### src/mac_glue_cfg.svh
/*
 * glue configuration defines
 *   reset and activity hold times
 *   floppy image sizes in words
 *   i/o region and memory base pages
 */
`ifndef MAC_GLUE_CFG_SVH
`define MAC_GLUE_CFG_SVH

// reset hold, in 8 MHz enables
`define RESET_HOLD_ENABLES 16
// led stretch, in clk_sys cycles
`define ACT_HOLD_CYCLES 64

// final download word address of a valid image
`define DISK_DS_WORDS 409600
`define DISK_SS_WORDS 204800

// upper cpu address bits of the synchronous peripheral region
`define IO_SPACE_TOP 3'b111
// memory base pages for download and cpu traffic
`define DL_BASE_PAGE 4'b0001
`define CPU_BASE_PAGE 3'b000

`endif

### src/mac_bus_pkg.sv
/*
 * cpu side types
 *   cpu model, function code, reset sequencer state
 */
package mac_bus_pkg;

	typedef enum logic [1:0] {
		CPU_68000 = 2'd0,
		CPU_68010 = 2'd1,
		CPU_68020 = 2'd2
	} cpu_model_e;

	// 68k function code, only the interrupt acknowledge is decoded
	typedef enum logic [2:0] {
		FC_USER_DATA  = 3'd1,
		FC_USER_PROG  = 3'd2,
		FC_SUPER_DATA = 3'd5,
		FC_SUPER_PROG = 3'd6,
		FC_INT_ACK    = 3'd7
	} fc_e;

	typedef enum logic [1:0] {
		RST_HOLD  = 2'd0,
		RST_COUNT = 2'd1,
		RST_RUN   = 2'd2
	} rst_state_e;

endpackage

### src/mac_media_pkg.sv
/*
 * media side types
 *   floppy image format, host download index
 */
package mac_media_pkg;

	// what a drive holds after a download
	typedef enum logic [1:0] {
		DISK_NONE = 2'd0,
		DISK_SS   = 2'd1,
		DISK_DS   = 2'd2
	} disk_format_e;

	// host download target, rom or one of the two floppies
	typedef enum logic [7:0] {
		DL_ROM        = 8'd0,
		DL_FLOPPY_INT = 8'd1,
		DL_FLOPPY_EXT = 8'd2
	} dl_index_e;

endpackage

### src/activity_timer.sv
/*
 * disk activity stretcher
 *   retriggerable down counter and registered activity bit
 */
`timescale 1ns/100ps
`include "mac_glue_cfg.svh"

module activity_timer (
	input  logic       clk_sys,
	input  logic       rst_n,
	input  logic [1:0] disk_act,
	input  logic [1:0] disk_motor,
	input  logic       dl_active,
	output logic       led_user
);

	localparam int CNT_W = $clog2(`ACT_HOLD_CYCLES + 1);

	logic [CNT_W-1:0] act_cnt;
	logic             activity;

	always_ff @(posedge clk_sys or negedge rst_n) begin
		if (!rst_n) begin
			act_cnt  <= '0;
			activity <= 1'b0;
		end else begin
			// a new pulse reloads the full window
			if (|disk_act)
				act_cnt <= CNT_W'(`ACT_HOLD_CYCLES);
			else if (act_cnt != '0)
				act_cnt <= act_cnt - 1'b1;
			activity <= (act_cnt != '0);
		end
	end

	// motor on inverts the led, download forces it on
	assign led_user = dl_active | (activity ^ (|disk_motor));

endmodule

### src/cpu_bus_ack.sv
/*
 * cpu bus acknowledge
 *   vpa for autovector and i/o region
 *   dtack with turbo grant delay
 */
`timescale 1ns/100ps
`include "mac_glue_cfg.svh"

module cpu_bus_ack import mac_bus_pkg::*; (
	input  logic       clk_sys,
	input  logic       rst_n,
	input  logic       sys_reset_n,
	input  logic       turbo,
	input  logic       cpu_as_n,
	input  fc_e        cpu_fc,
	input  logic [2:0] cpu_addr_hi,
	input  logic       bus_grant_cpu,
	input  logic       sel_rom,
	input  logic       sel_ram,
	output logic       cpu_vpa_n,
	output logic       cpu_dtack_n
);

	logic grant_d;
	logic turbo_dtack_en;
	logic io_space;

	assign io_space = (cpu_addr_hi == `IO_SPACE_TOP);

	// ========================================
	// turbo dtack enable
	// ========================================
	always_ff @(posedge clk_sys or negedge rst_n) begin
		if (!rst_n) begin
			grant_d        <= 1'b0;
			turbo_dtack_en <= 1'b0;
		end else begin
			grant_d <= bus_grant_cpu;
			if (!sys_reset_n || cpu_as_n)
				turbo_dtack_en <= 1'b0;
			// memory access waits for its slot, anything else goes at once
			else if ((bus_grant_cpu && !grant_d) || (!sel_rom && !sel_ram))
				turbo_dtack_en <= 1'b1;
		end
	end

	// autovector on int ack, synchronous cycle for i/o
	assign cpu_vpa_n   = ~((cpu_fc == FC_INT_ACK) | (~cpu_as_n & io_space));
	assign cpu_dtack_n = ~(~cpu_as_n & ~io_space) | (turbo & ~turbo_dtack_en);

	a_vpa_dtack_excl: assert property (@(posedge clk_sys) disable iff (!rst_n)
		(!cpu_as_n && cpu_fc != FC_INT_ACK) |-> (cpu_vpa_n || cpu_dtack_n))
		else $error("vpa and dtack both asserted");

endmodule

### src/disk_image_detect.sv
/*
 * floppy image detection
 *   classify each drive by final download size
 *   eject clears the drive
 */
`timescale 1ns/100ps
`include "mac_glue_cfg.svh"

module disk_image_detect import mac_media_pkg::*; (
	input  logic        clk_sys,
	input  logic        rst_n,
	input  logic        dl_active,
	input  dl_index_e   dl_index,
	input  logic [24:0] dl_addr,
	input  logic [1:0]  disk_eject,
	output logic [1:0]  disk_inserted,
	output logic [1:0]  disk_double_sided
);

	logic         dl_active_d;
	logic [1:0]   pend;
	disk_format_e pend_fmt;
	disk_format_e drive_fmt [2];
	logic [23:0]  word_addr;
	logic         dl_done;

	// host sends byte addresses while the sizes count words
	assign word_addr = dl_addr[24:1];
	assign dl_done   = dl_active_d & ~dl_active;

	// ========================================
	// end of download capture
	// ========================================
	always_ff @(posedge clk_sys or negedge rst_n) begin
		if (!rst_n) begin
			dl_active_d <= 1'b0;
			pend        <= 2'b00;
		end else begin
			dl_active_d <= dl_active;
			pend[0]     <= dl_done && (dl_index == DL_FLOPPY_INT);
			pend[1]     <= dl_done && (dl_index == DL_FLOPPY_EXT);
		end
	end

	// size class is applied one edge later
	always_ff @(posedge clk_sys or negedge rst_n) begin
		if (!rst_n)
			pend_fmt <= DISK_NONE;
		else if (word_addr == 24'(`DISK_DS_WORDS))
			pend_fmt <= DISK_DS;
		else if (word_addr == 24'(`DISK_SS_WORDS))
			pend_fmt <= DISK_SS;
		else
			pend_fmt <= DISK_NONE;
	end

	// per drive format where eject has priority
	always_ff @(posedge clk_sys or negedge rst_n) begin
		if (!rst_n) begin
			drive_fmt[0] <= DISK_NONE;
			drive_fmt[1] <= DISK_NONE;
		end else begin
			for (int i = 0; i < 2; i++) begin
				if (disk_eject[i])
					drive_fmt[i] <= DISK_NONE;
				else if (pend[i])
					drive_fmt[i] <= pend_fmt;
			end
		end
	end

	assign disk_inserted     = {drive_fmt[1] != DISK_NONE, drive_fmt[0] != DISK_NONE};
	assign disk_double_sided = {drive_fmt[1] == DISK_DS, drive_fmt[0] == DISK_DS};

endmodule

### src/download_writer.sv
/*
 * host download writer
 *   word capture with byte swap
 *   wait level and slot timed write strobe
 */
`timescale 1ns/100ps

module download_writer import mac_media_pkg::*; (
	input  logic        clk_sys,
	input  logic        rst_n,
	input  logic        dl_wr,
	input  dl_index_e   dl_index,
	input  logic [24:0] dl_addr,
	input  logic [15:0] dl_data,
	input  logic        dio_slot,
	output logic        dl_wait,
	output logic [20:0] dio_addr,
	output logic [15:0] dio_data,
	output logic        dio_write
);

	logic dio_slot_d;

	// images land behind the rom by index
	always_ff @(posedge clk_sys or negedge rst_n) begin
		if (!rst_n) begin
			dio_data <= '0;
			dio_addr <= '0;
		end else if (dl_wr) begin
			dio_data <= {dl_data[7:0], dl_data[15:8]};
			// word address from the host byte address
			dio_addr <= {dl_index[1:0], dl_addr[19:1]};
		end
	end

	// ========================================
	// slot handshake
	// ========================================
	always_ff @(posedge clk_sys or negedge rst_n) begin
		if (!rst_n) begin
			dl_wait    <= 1'b0;
			dio_write  <= 1'b0;
			dio_slot_d <= 1'b0;
		end else begin
			dio_slot_d <= dio_slot;
			if (dl_wr)
				dl_wait <= 1'b1;
			// write level is frozen while the slot is open
			if (!dio_slot)
				dio_write <= dl_wait;
			// slot just closed with the write done
			if (dio_slot_d && !dio_slot && dio_write)
				dl_wait <= 1'b0;
		end
	end

	// host has to respect the wait level
	a_no_wr_while_wait: assert property (@(posedge clk_sys) disable iff (!rst_n)
		dl_wr |-> !dl_wait)
		else $error("dl_wr strobed while dl_wait is high");

endmodule

### src/mac_glue_top.sv
/*
 * system glue top level
 *   reset, bus ack, download, disk detect, memory mux, led
 */
`timescale 1ns/100ps

module mac_glue_top import mac_bus_pkg::*, mac_media_pkg::*; (
	input  logic        clk_sys,
	input  logic        rst_n,
	// reset and config
	input  logic        clk8_en,
	input  logic        reset_req,
	input  logic        cpu_reset_out_n,
	input  cpu_model_e  cfg_cpu_model,
	input  logic        cfg_ram_4mb,
	output logic        sys_reset_n,
	output cpu_model_e  cpu_model,
	output logic        ram_4mb,
	// cpu bus
	input  logic        turbo,
	input  logic        cpu_as_n,
	input  fc_e         cpu_fc,
	input  logic [2:0]  cpu_addr_hi,
	input  logic        bus_grant_cpu,
	input  logic        sel_rom,
	input  logic        sel_ram,
	output logic        cpu_vpa_n,
	output logic        cpu_dtack_n,
	// host download
	input  logic        dl_active,
	input  logic        dl_wr,
	input  dl_index_e   dl_index,
	input  logic [24:0] dl_addr,
	input  logic [15:0] dl_data,
	input  logic        dio_slot,
	output logic        dl_wait,
	// memory
	input  logic [21:0] mem_addr,
	input  logic [15:0] mem_wdata,
	input  logic        mem_uds_n,
	input  logic        mem_lds_n,
	input  logic        ram_we_n,
	input  logic        ram_oe_n,
	input  logic        rom_oe_n,
	input  logic        disk_read_ack,
	input  logic [15:0] sdram_rdata,
	output logic [24:0] sdram_addr,
	output logic [15:0] sdram_din,
	output logic [1:0]  sdram_ds,
	output logic        sdram_we,
	output logic        sdram_oe,
	output logic [15:0] bus_rdata,
	// floppy
	input  logic [1:0]  disk_eject,
	input  logic [1:0]  disk_act,
	input  logic [1:0]  disk_motor,
	output logic [1:0]  disk_inserted,
	output logic [1:0]  disk_double_sided,
	output logic        led_user
);

	// download side of the memory port
	logic [20:0] dio_addr;
	logic [15:0] dio_data;
	logic        dio_write;

	reset_sequencer i_reset_sequencer (
		.clk_sys         (clk_sys),
		.rst_n           (rst_n),
		.clk8_en         (clk8_en),
		.reset_req       (reset_req),
		.cpu_reset_out_n (cpu_reset_out_n),
		.cfg_cpu_model   (cfg_cpu_model),
		.cfg_ram_4mb     (cfg_ram_4mb),
		.sys_reset_n     (sys_reset_n),
		.cpu_model       (cpu_model),
		.ram_4mb         (ram_4mb)
	);

	cpu_bus_ack i_cpu_bus_ack (
		.clk_sys       (clk_sys),
		.rst_n         (rst_n),
		.sys_reset_n   (sys_reset_n),
		.turbo         (turbo),
		.cpu_as_n      (cpu_as_n),
		.cpu_fc        (cpu_fc),
		.cpu_addr_hi   (cpu_addr_hi),
		.bus_grant_cpu (bus_grant_cpu),
		.sel_rom       (sel_rom),
		.sel_ram       (sel_ram),
		.cpu_vpa_n     (cpu_vpa_n),
		.cpu_dtack_n   (cpu_dtack_n)
	);

	download_writer i_download_writer (
		.clk_sys   (clk_sys),
		.rst_n     (rst_n),
		.dl_wr     (dl_wr),
		.dl_index  (dl_index),
		.dl_addr   (dl_addr),
		.dl_data   (dl_data),
		.dio_slot  (dio_slot),
		.dl_wait   (dl_wait),
		.dio_addr  (dio_addr),
		.dio_data  (dio_data),
		.dio_write (dio_write)
	);

	memory_port_mux i_memory_port_mux (
		.dl_active     (dl_active),
		.dio_slot      (dio_slot),
		.dio_addr      (dio_addr),
		.dio_data      (dio_data),
		.dio_write     (dio_write),
		.mem_addr      (mem_addr),
		.mem_wdata     (mem_wdata),
		.mem_uds_n     (mem_uds_n),
		.mem_lds_n     (mem_lds_n),
		.ram_we_n      (ram_we_n),
		.ram_oe_n      (ram_oe_n),
		.rom_oe_n      (rom_oe_n),
		.disk_read_ack (disk_read_ack),
		.sdram_rdata   (sdram_rdata),
		.sdram_addr    (sdram_addr),
		.sdram_din     (sdram_din),
		.sdram_ds      (sdram_ds),
		.sdram_we      (sdram_we),
		.sdram_oe      (sdram_oe),
		.bus_rdata     (bus_rdata)
	);

	disk_image_detect i_disk_image_detect (
		.clk_sys           (clk_sys),
		.rst_n             (rst_n),
		.dl_active         (dl_active),
		.dl_index          (dl_index),
		.dl_addr           (dl_addr),
		.disk_eject        (disk_eject),
		.disk_inserted     (disk_inserted),
		.disk_double_sided (disk_double_sided)
	);

	activity_timer i_activity_timer (
		.clk_sys    (clk_sys),
		.rst_n      (rst_n),
		.disk_act   (disk_act),
		.disk_motor (disk_motor),
		.dl_active  (dl_active),
		.led_user   (led_user)
	);

endmodule

### src/memory_port_mux.sv
/*
 * memory port selection
 *   download slot versus cpu request
 *   read data return with disk byte demux
 */
`timescale 1ns/100ps
`include "mac_glue_cfg.svh"

module memory_port_mux (
	input  logic        dl_active,
	input  logic        dio_slot,
	input  logic [20:0] dio_addr,
	input  logic [15:0] dio_data,
	input  logic        dio_write,
	input  logic [21:0] mem_addr,
	input  logic [15:0] mem_wdata,
	input  logic        mem_uds_n,
	input  logic        mem_lds_n,
	input  logic        ram_we_n,
	input  logic        ram_oe_n,
	input  logic        rom_oe_n,
	input  logic        disk_read_ack,
	input  logic [15:0] sdram_rdata,
	output logic [24:0] sdram_addr,
	output logic [15:0] sdram_din,
	output logic [1:0]  sdram_ds,
	output logic        sdram_we,
	output logic        sdram_oe,
	output logic [15:0] bus_rdata
);

	logic        dl_cycle;
	logic [15:0] disk_byte;

	// download owns the port only inside its slot
	assign dl_cycle = dl_active & dio_slot;

	assign sdram_addr = dl_cycle ? {`DL_BASE_PAGE, dio_addr}
	                             : {`CPU_BASE_PAGE, ~rom_oe_n, mem_addr[21:1]};
	assign sdram_din  = dl_cycle ? dio_data : mem_wdata;
	assign sdram_ds   = dl_cycle ? 2'b11 : {~mem_uds_n, ~mem_lds_n};
	assign sdram_we   = dl_cycle ? dio_write : ~ram_we_n;
	assign sdram_oe   = dl_cycle ? 1'b0 : (~ram_oe_n | ~rom_oe_n);

	// disk image is byte wide, odd address takes the low byte
	assign disk_byte = mem_addr[0] ? {sdram_rdata[7:0], sdram_rdata[7:0]}
	                               : {sdram_rdata[15:8], sdram_rdata[15:8]};

	// all ones during download keeps the screen dark
	assign bus_rdata = dl_cycle      ? 16'hffff :
	                   disk_read_ack ? disk_byte : sdram_rdata;

	always_comb begin
		a_no_we_and_oe: assert (!(sdram_we && sdram_oe))
			else $error("sdram_we and sdram_oe both high");
	end

endmodule

### src/reset_sequencer.sv
/*
 * system reset sequencer
 *   hold reset for a fixed count of 8 MHz enables
 *   latch cpu model and ram size while reset is held
 */
`timescale 1ns/100ps
`include "mac_glue_cfg.svh"

module reset_sequencer import mac_bus_pkg::*; (
	input  logic       clk_sys,
	input  logic       rst_n,
	input  logic       clk8_en,
	input  logic       reset_req,
	input  logic       cpu_reset_out_n,
	input  cpu_model_e cfg_cpu_model,
	input  logic       cfg_ram_4mb,
	output logic       sys_reset_n,
	output cpu_model_e cpu_model,
	output logic       ram_4mb
);

	localparam int CNT_W = $clog2(`RESET_HOLD_ENABLES + 1);

	rst_state_e       state;
	logic [CNT_W-1:0] hold_cnt;

	// everything steps on the 8 MHz enable only
	always_ff @(posedge clk_sys or negedge rst_n) begin
		if (!rst_n) begin
			state     <= RST_HOLD;
			hold_cnt  <= CNT_W'(`RESET_HOLD_ENABLES);
			cpu_model <= CPU_68000;
			ram_4mb   <= 1'b0;
		end else if (clk8_en) begin
			if (reset_req || !cpu_reset_out_n) begin
				// any source restarts the hold
				state    <= RST_HOLD;
				hold_cnt <= CNT_W'(`RESET_HOLD_ENABLES);
			end else if (hold_cnt != '0) begin
				// config is only picked up while reset is held
				state     <= RST_COUNT;
				hold_cnt  <= hold_cnt - 1'b1;
				cpu_model <= cfg_cpu_model;
				ram_4mb   <= cfg_ram_4mb;
			end else begin
				state <= RST_RUN;
			end
		end
	end

	assign sys_reset_n = (state == RST_RUN);

	// release is aligned to the 8 MHz enable
	a_release_on_enable: assert property (@(posedge clk_sys) disable iff (!rst_n)
		$rose(sys_reset_n) |-> $past(clk8_en))
		else $error("sys_reset_n released without clk8_en");

endmodule

### config.mk
export PLATFORM = sky130hd
export DESIGN_NAME = mac_glue_top
export DESIGN_NICKNAME = d
export VERILOG_FILES = /design/src/mac_bus_pkg.sv /design/src/mac_media_pkg.sv /design/src/activity_timer.sv /design/src/cpu_bus_ack.sv /design/src/disk_image_detect.sv /design/src/download_writer.sv /design/src/mac_glue_top.sv /design/src/memory_port_mux.sv /design/src/reset_sequencer.sv
export VERILOG_INCLUDE_DIRS = /design/src
export SDC_FILE = /design/constraint.sdc
export NUM_CORES = 1
export LEC_CHECK = 0
export BUFFER_PORTS_ARGS = -buffer_cell sky130_fd_sc_hd__buf_2
export CAP_MARGIN = 5
export CORE_MARGIN = 4
export CORE_UTILIZATION = 45
export DETAILED_ROUTE_END_ITERATION = 6
export PLACE_DENSITY_LB_ADDON = 0.05
export SETUP_SLACK_MARGIN = 0.3
export SYNTH_ARGS = -nofsm -noshare
export SYNTH_HDL_FRONTEND = slang
export SYNTH_HIERARCHICAL = 1
export SYNTH_SLANG_ARGS = --single-unit
### constraint.sdc
create_clock -name clk_sys -period 2.2 [get_ports clk_sys]
set_input_delay 0.66 -clock clk_sys [delete_from_list [all_inputs] [get_ports clk_sys]]
set_output_delay 0.66 -clock clk_sys [all_outputs]
set_load 0.05 [all_outputs]
==> flow_metrics.env <==
export IMPL_maxClockFrequency_ghz=0.4450
export IMPL_detailedPlacementHpwl_um=7925
export IMPL_cp_max_fo=6
export IMPL_post_cts_hold_buffer_count=0
export IMPL_synth_area_leaders="sky130_fd_sc_hd__dfrtp_1 43%, sky130_fd_sc_hd__mux2_2 14%, sky130_fd_sc_hd__mux2_4 11%"
export IMPL_power_switching_fraction=0.3535
export IMPL_worst_slew_pin_slew_ns=0.5360
export IMPL_outcome="complete, but fails checks"
export IMPL_post_layout_nonfiller_instances=657
export IMPL_cts_max_path_buffers=2
export IMPL_die_area_um2=10290
export IMPL_grt_setup_unrepaired="true"
export IMPL_clock_power_share=0.230
export IMPL_path_clk_slew_ns=0.08
export IMPL_syn2layout_area_growth_pct=61.40
export IMPL_chipHeight_um=101.4
export IMPL_post_synthesis_share_of_cell_area_spent_on_and_or_nand_and_nor_gates=0.1360
export IMPL_htree_num_levels=3
export IMPL_place_ws_ns=-0.1939
export IMPL_antenna_cells=0
export IMPL_cts_buffers=9
export IMPL_met1_usage_grt=0.2560
export IMPL_viasPerCell=5.183
export IMPL_wl_per_cell_um=17.09
export IMPL_setup_worst_path_class="primary input to output pin"
export IMPL_worstSkewPairLatency_ns=0.33
export IMPL_port_buffers=205
export IMPL_synth_compound_gate_area_share=0.09618
export IMPL_synth_enable_flop_cells=0
export IMPL_fin_skew_ns=0.005390
export IMPL_post_synth_xor_area_fraction=0.002229
export IMPL_seq_power_share=0.377
export IMPL_synth_top_area_share=0.4331
export IMPL_groute_layer_met3_usage=0.03788
export IMPL_power_switching_uw=1381
export IMPL_cts_tree="done"
export IMPL_global_route_wire_length_before_repair_um=17370
export IMPL_worst_endpoint_required_ns=1.54
export IMPL_hold_path_class="primary input to asynchronous set/reset pin"
export IMPL_post_synth_cell_area_avg_um2=12.43
export IMPL_drc_errors=0
export IMPL_drive_above_1_share=0.6793
export IMPL_r2r_worst_path_cells=5
export IMPL_n_fill_cell=577
export IMPL_cts_num_sinks=69
export IMPL_main_combinational_cell_family_by_area_after_synthesis="multiplexers"
export IMPL_syn_inst=316
export IMPL_max_slew_margin=0.6427
export IMPL_initialDrtViolationCount=52
export IMPL_antenna_found_initial=0
export IMPL_min_period_ns=2.247
export IMPL_yosys_mux_area_fraction=0.2682
export IMPL_grt_util_all_layers=0.2153
export IMPL_gpl_final_weighted_congestion=0.7865
export IMPL_violated_checks="negative setup slack"
export IMPL_maximum_number_of_pins_on_one_net_before_global_route_repair=70
export IMPL_setup_ws_ns=-0.04696
export IMPL_dieWidth_um=101.4
export IMPL_core_area_um2=8341
export IMPL_comb_power_share=0.393
export IMPL_worst_setup_path_end_kind="output pin"
export IMPL_synthDistinctLibCells=57
export IMPL_worstSetupStartpointType="primary input"
export IMPL_clock_tree_root_cell="sky130_fd_sc_hd__clkbuf_8"
export IMPL_ys_warn_count=6
export IMPL_grt_pass1_vias=3632
export IMPL_synth_largest_area_cell="sky130_fd_sc_hd__dfrtp_1"
export IMPL_synth_async_reset_ratio=1.000
export IMPL_wl_um=11230
export IMPL_fp_row_count=33
export IMPL_fin_nets=686
export IMPL_setup_viol=23
export IMPL_grt_busiest_layer="met2"
export IMPL_power_ir_vdd_worst_v=0.0004015
export IMPL_power_per_cell_area_nw_per_um2=616.0
export IMPL_synth_seq_area_share=0.4398
export IMPL_worstPathArrival_ns=1.59
export IMPL_hold_violations=0
export IMPL_final_max_slew_viol_count=0
export IMPL_route_antenna_remaining_nets=0
export IMPL_syn_cell_area_um2=3929
export IMPL_dr_pass1_iters=4
export IMPL_synth_main_ff_cell="sky130_fd_sc_hd__dfrtp_1"
export IMPL_synth_adder_area_share=0.006369
export IMPL_vias=3405
export IMPL_start_util=0.4710
export IMPL_overflow=0
export IMPL_total_leakage_power_uw=0.003147
export IMPL_min_period_over_period=1.021
export IMPL_cap_violations=0
export IMPL_grtUsageMet2=0.3868
export IMPL_ios=210
export IMPL_intPower_uw=2525
export IMPL_dp_cells=631
export IMPL_synth_seq_cells=69
## metal layers
metal  part of all wire  vias to the layer above
li1                   -                     1617
met1               0.39                     1643
met2               0.53                      123
met3              0.062                       22
met4              0.021                        0
met5                  0                        -
## layout make-up
| cell class | instances | area [um^2] | area share |
|---|---|---|---|
| multi-input combinational | 214 | 2235 | 0.3524 |
| timing repair buffer | 238 | 2022 | 0.3189 |
| sequential | 69 | 1728 | 0.2725 |
| tap | 105 | 131.4 | 0.02072 |
| clock buffer | 10 | 127.6 | 0.02013 |
| inverter | 15 | 56.30 | 0.008879 |
| clock inverter | 6 | 41.29 | 0.006511 |
## worst max-delay path: stages
cell and delay [ns]:
sky130_fd_sc_hd__buf_8 0.11, sky130_fd_sc_hd__nand2_8 0.11, sky130_fd_sc_hd__buf_12 0.12, sky130_fd_sc_hd__buf_16 0.12
sky130_fd_sc_hd__mux2_4 0.31, sky130_fd_sc_hd__buf_6 0.16
## logic make-up (layout without fill, tap and decap cells)
family | Yosys count | count (layout)
mux | 84 | 84
compound gates | 49 | 49
buf+inv | 35 | 269
flops | 69 | 69
simple gates | 75 | 75
fa+ha+maj | 2 | 2
other cells | 1 | 3
xor+xnor | 1 | 1
## through the flow
step | power (uW) | TNS (ns) | instance area, um^2 | utilization | hold WS, ns
after floorplan | 2422 | -1.471 | 4193 | - | 0.3644
after global placement | 2759 | -4.589 | 5393 | 0.6466 | 0.4658
after detailed placement | 2784 | -5.025 | 5393 | 0.6466 | 0.4714
after CTS | 3922 | -0.6576 | 6262 | 0.7508 | 0.3337
after global routing | 4096 | -1.408 | 6341 | 0.7603 | 0.3489
final | 3906 | -0.6823 | 6341 | 0.7603 | 0.3230
## repair_timing
item | 4_1_cts | 5_1_grt
setup buffers | 4 | 3
cloned | 3 | 0
pin swaps | 7 | 2
gates resized for setup | 178 | 20
endpoints found under the setup margin | 61 | 64
## synthesized netlist by cell type, drive strengths merged, types with 2 or more instances
cell / number
a311o: 8
a22o: 3
o21ai: 8
ha: 2
nand2b: 2
inv: 15
nor3: 7
a21boi: 8
a21o: 2
a211oi: 2
or3: 2
buf: 15
or2: 4
dfrtp: 68
nand4bb: 2
nor3b: 4
mux2i: 4
nand2: 8
clkbuf: 5
nand3: 7
and3: 2
nor4b: 2
nor2: 8
o21a: 2
mux2: 80
o211ai: 8
and2b: 3
nor2b: 6
nor4: 6
a21oi: 3
nand3b: 8
## flip-flops by register name, summed over array words and instances, names as in the netlist, 2 cells and up
name	count
i_disk_image_detect/pend_fmt	2
i_activity_timer/act_cnt	7
i_reset_sequencer/state	2
i_download_writer/dio_addr	21
i_disk_image_detect/pend	2
i_reset_sequencer/hold_cnt	5
i_disk_image_detect/drive_fmt	4
i_download_writer/dio_data	16
i_reset_sequencer/cpu_model	2
## power groups by stage
stage                     registers, uW  logic [uW]  clock network [uW]
after global routing               1490        1620                 984
final                              1470        1530                 897
after floorplan                    1550         875                   0
after CTS                          1480        1520                 928
after global placement             1490        1260                   0
after detailed placement           1500        1280                   0
## final timing paths
check                                                          startpoint                                          to  slack (ns)
max in group asynchronous                                           rst_n   i_reset_sequencer/hold_cnt[4]$_DFFE_PN1P_        1.53
worst min-delay path                                                rst_n   i_download_writer/dio_data[3]$_DFFE_PN0P_        0.32
min in group clk_sys                                        bus_grant_cpu             i_cpu_bus_ack/grant_d$_DFF_PN0_        0.44
worst max register to register  i_reset_sequencer/hold_cnt[0]$_DFFE_PN0P_  i_reset_sequencer/cpu_model[1]$_DFFE_PN0P_        0.42
worst min register to register    i_activity_timer/act_cnt[6]$_DFFE_PN0P_     i_activity_timer/act_cnt[6]$_DFFE_PN0P_        0.48
worst max-delay path                                             dio_slot                                sdram_din[8]       -0.05
## placed cells by master, fill, tap and decap left out, types with 6 or more instances in the layout
cell	count
sky130_fd_sc_hd__o211ai_1	8
sky130_fd_sc_hd__inv_1	15
sky130_fd_sc_hd__clkbuf_8	9
sky130_fd_sc_hd__buf_4	20
sky130_fd_sc_hd__mux2_2	21
sky130_fd_sc_hd__buf_6	32
sky130_fd_sc_hd__buf_12	10
sky130_fd_sc_hd__nor2_1	8
sky130_fd_sc_hd__dfrtp_1	68
sky130_fd_sc_hd__a311o_2	8
sky130_fd_sc_hd__nand3_1	6
sky130_fd_sc_hd__buf_2	136
sky130_fd_sc_hd__mux2_4	59
sky130_fd_sc_hd__nand3b_1	8
sky130_fd_sc_hd__o21ai_0	7
sky130_fd_sc_hd__buf_8	36
No activity file was read; power rests on OpenSTA's default activity.
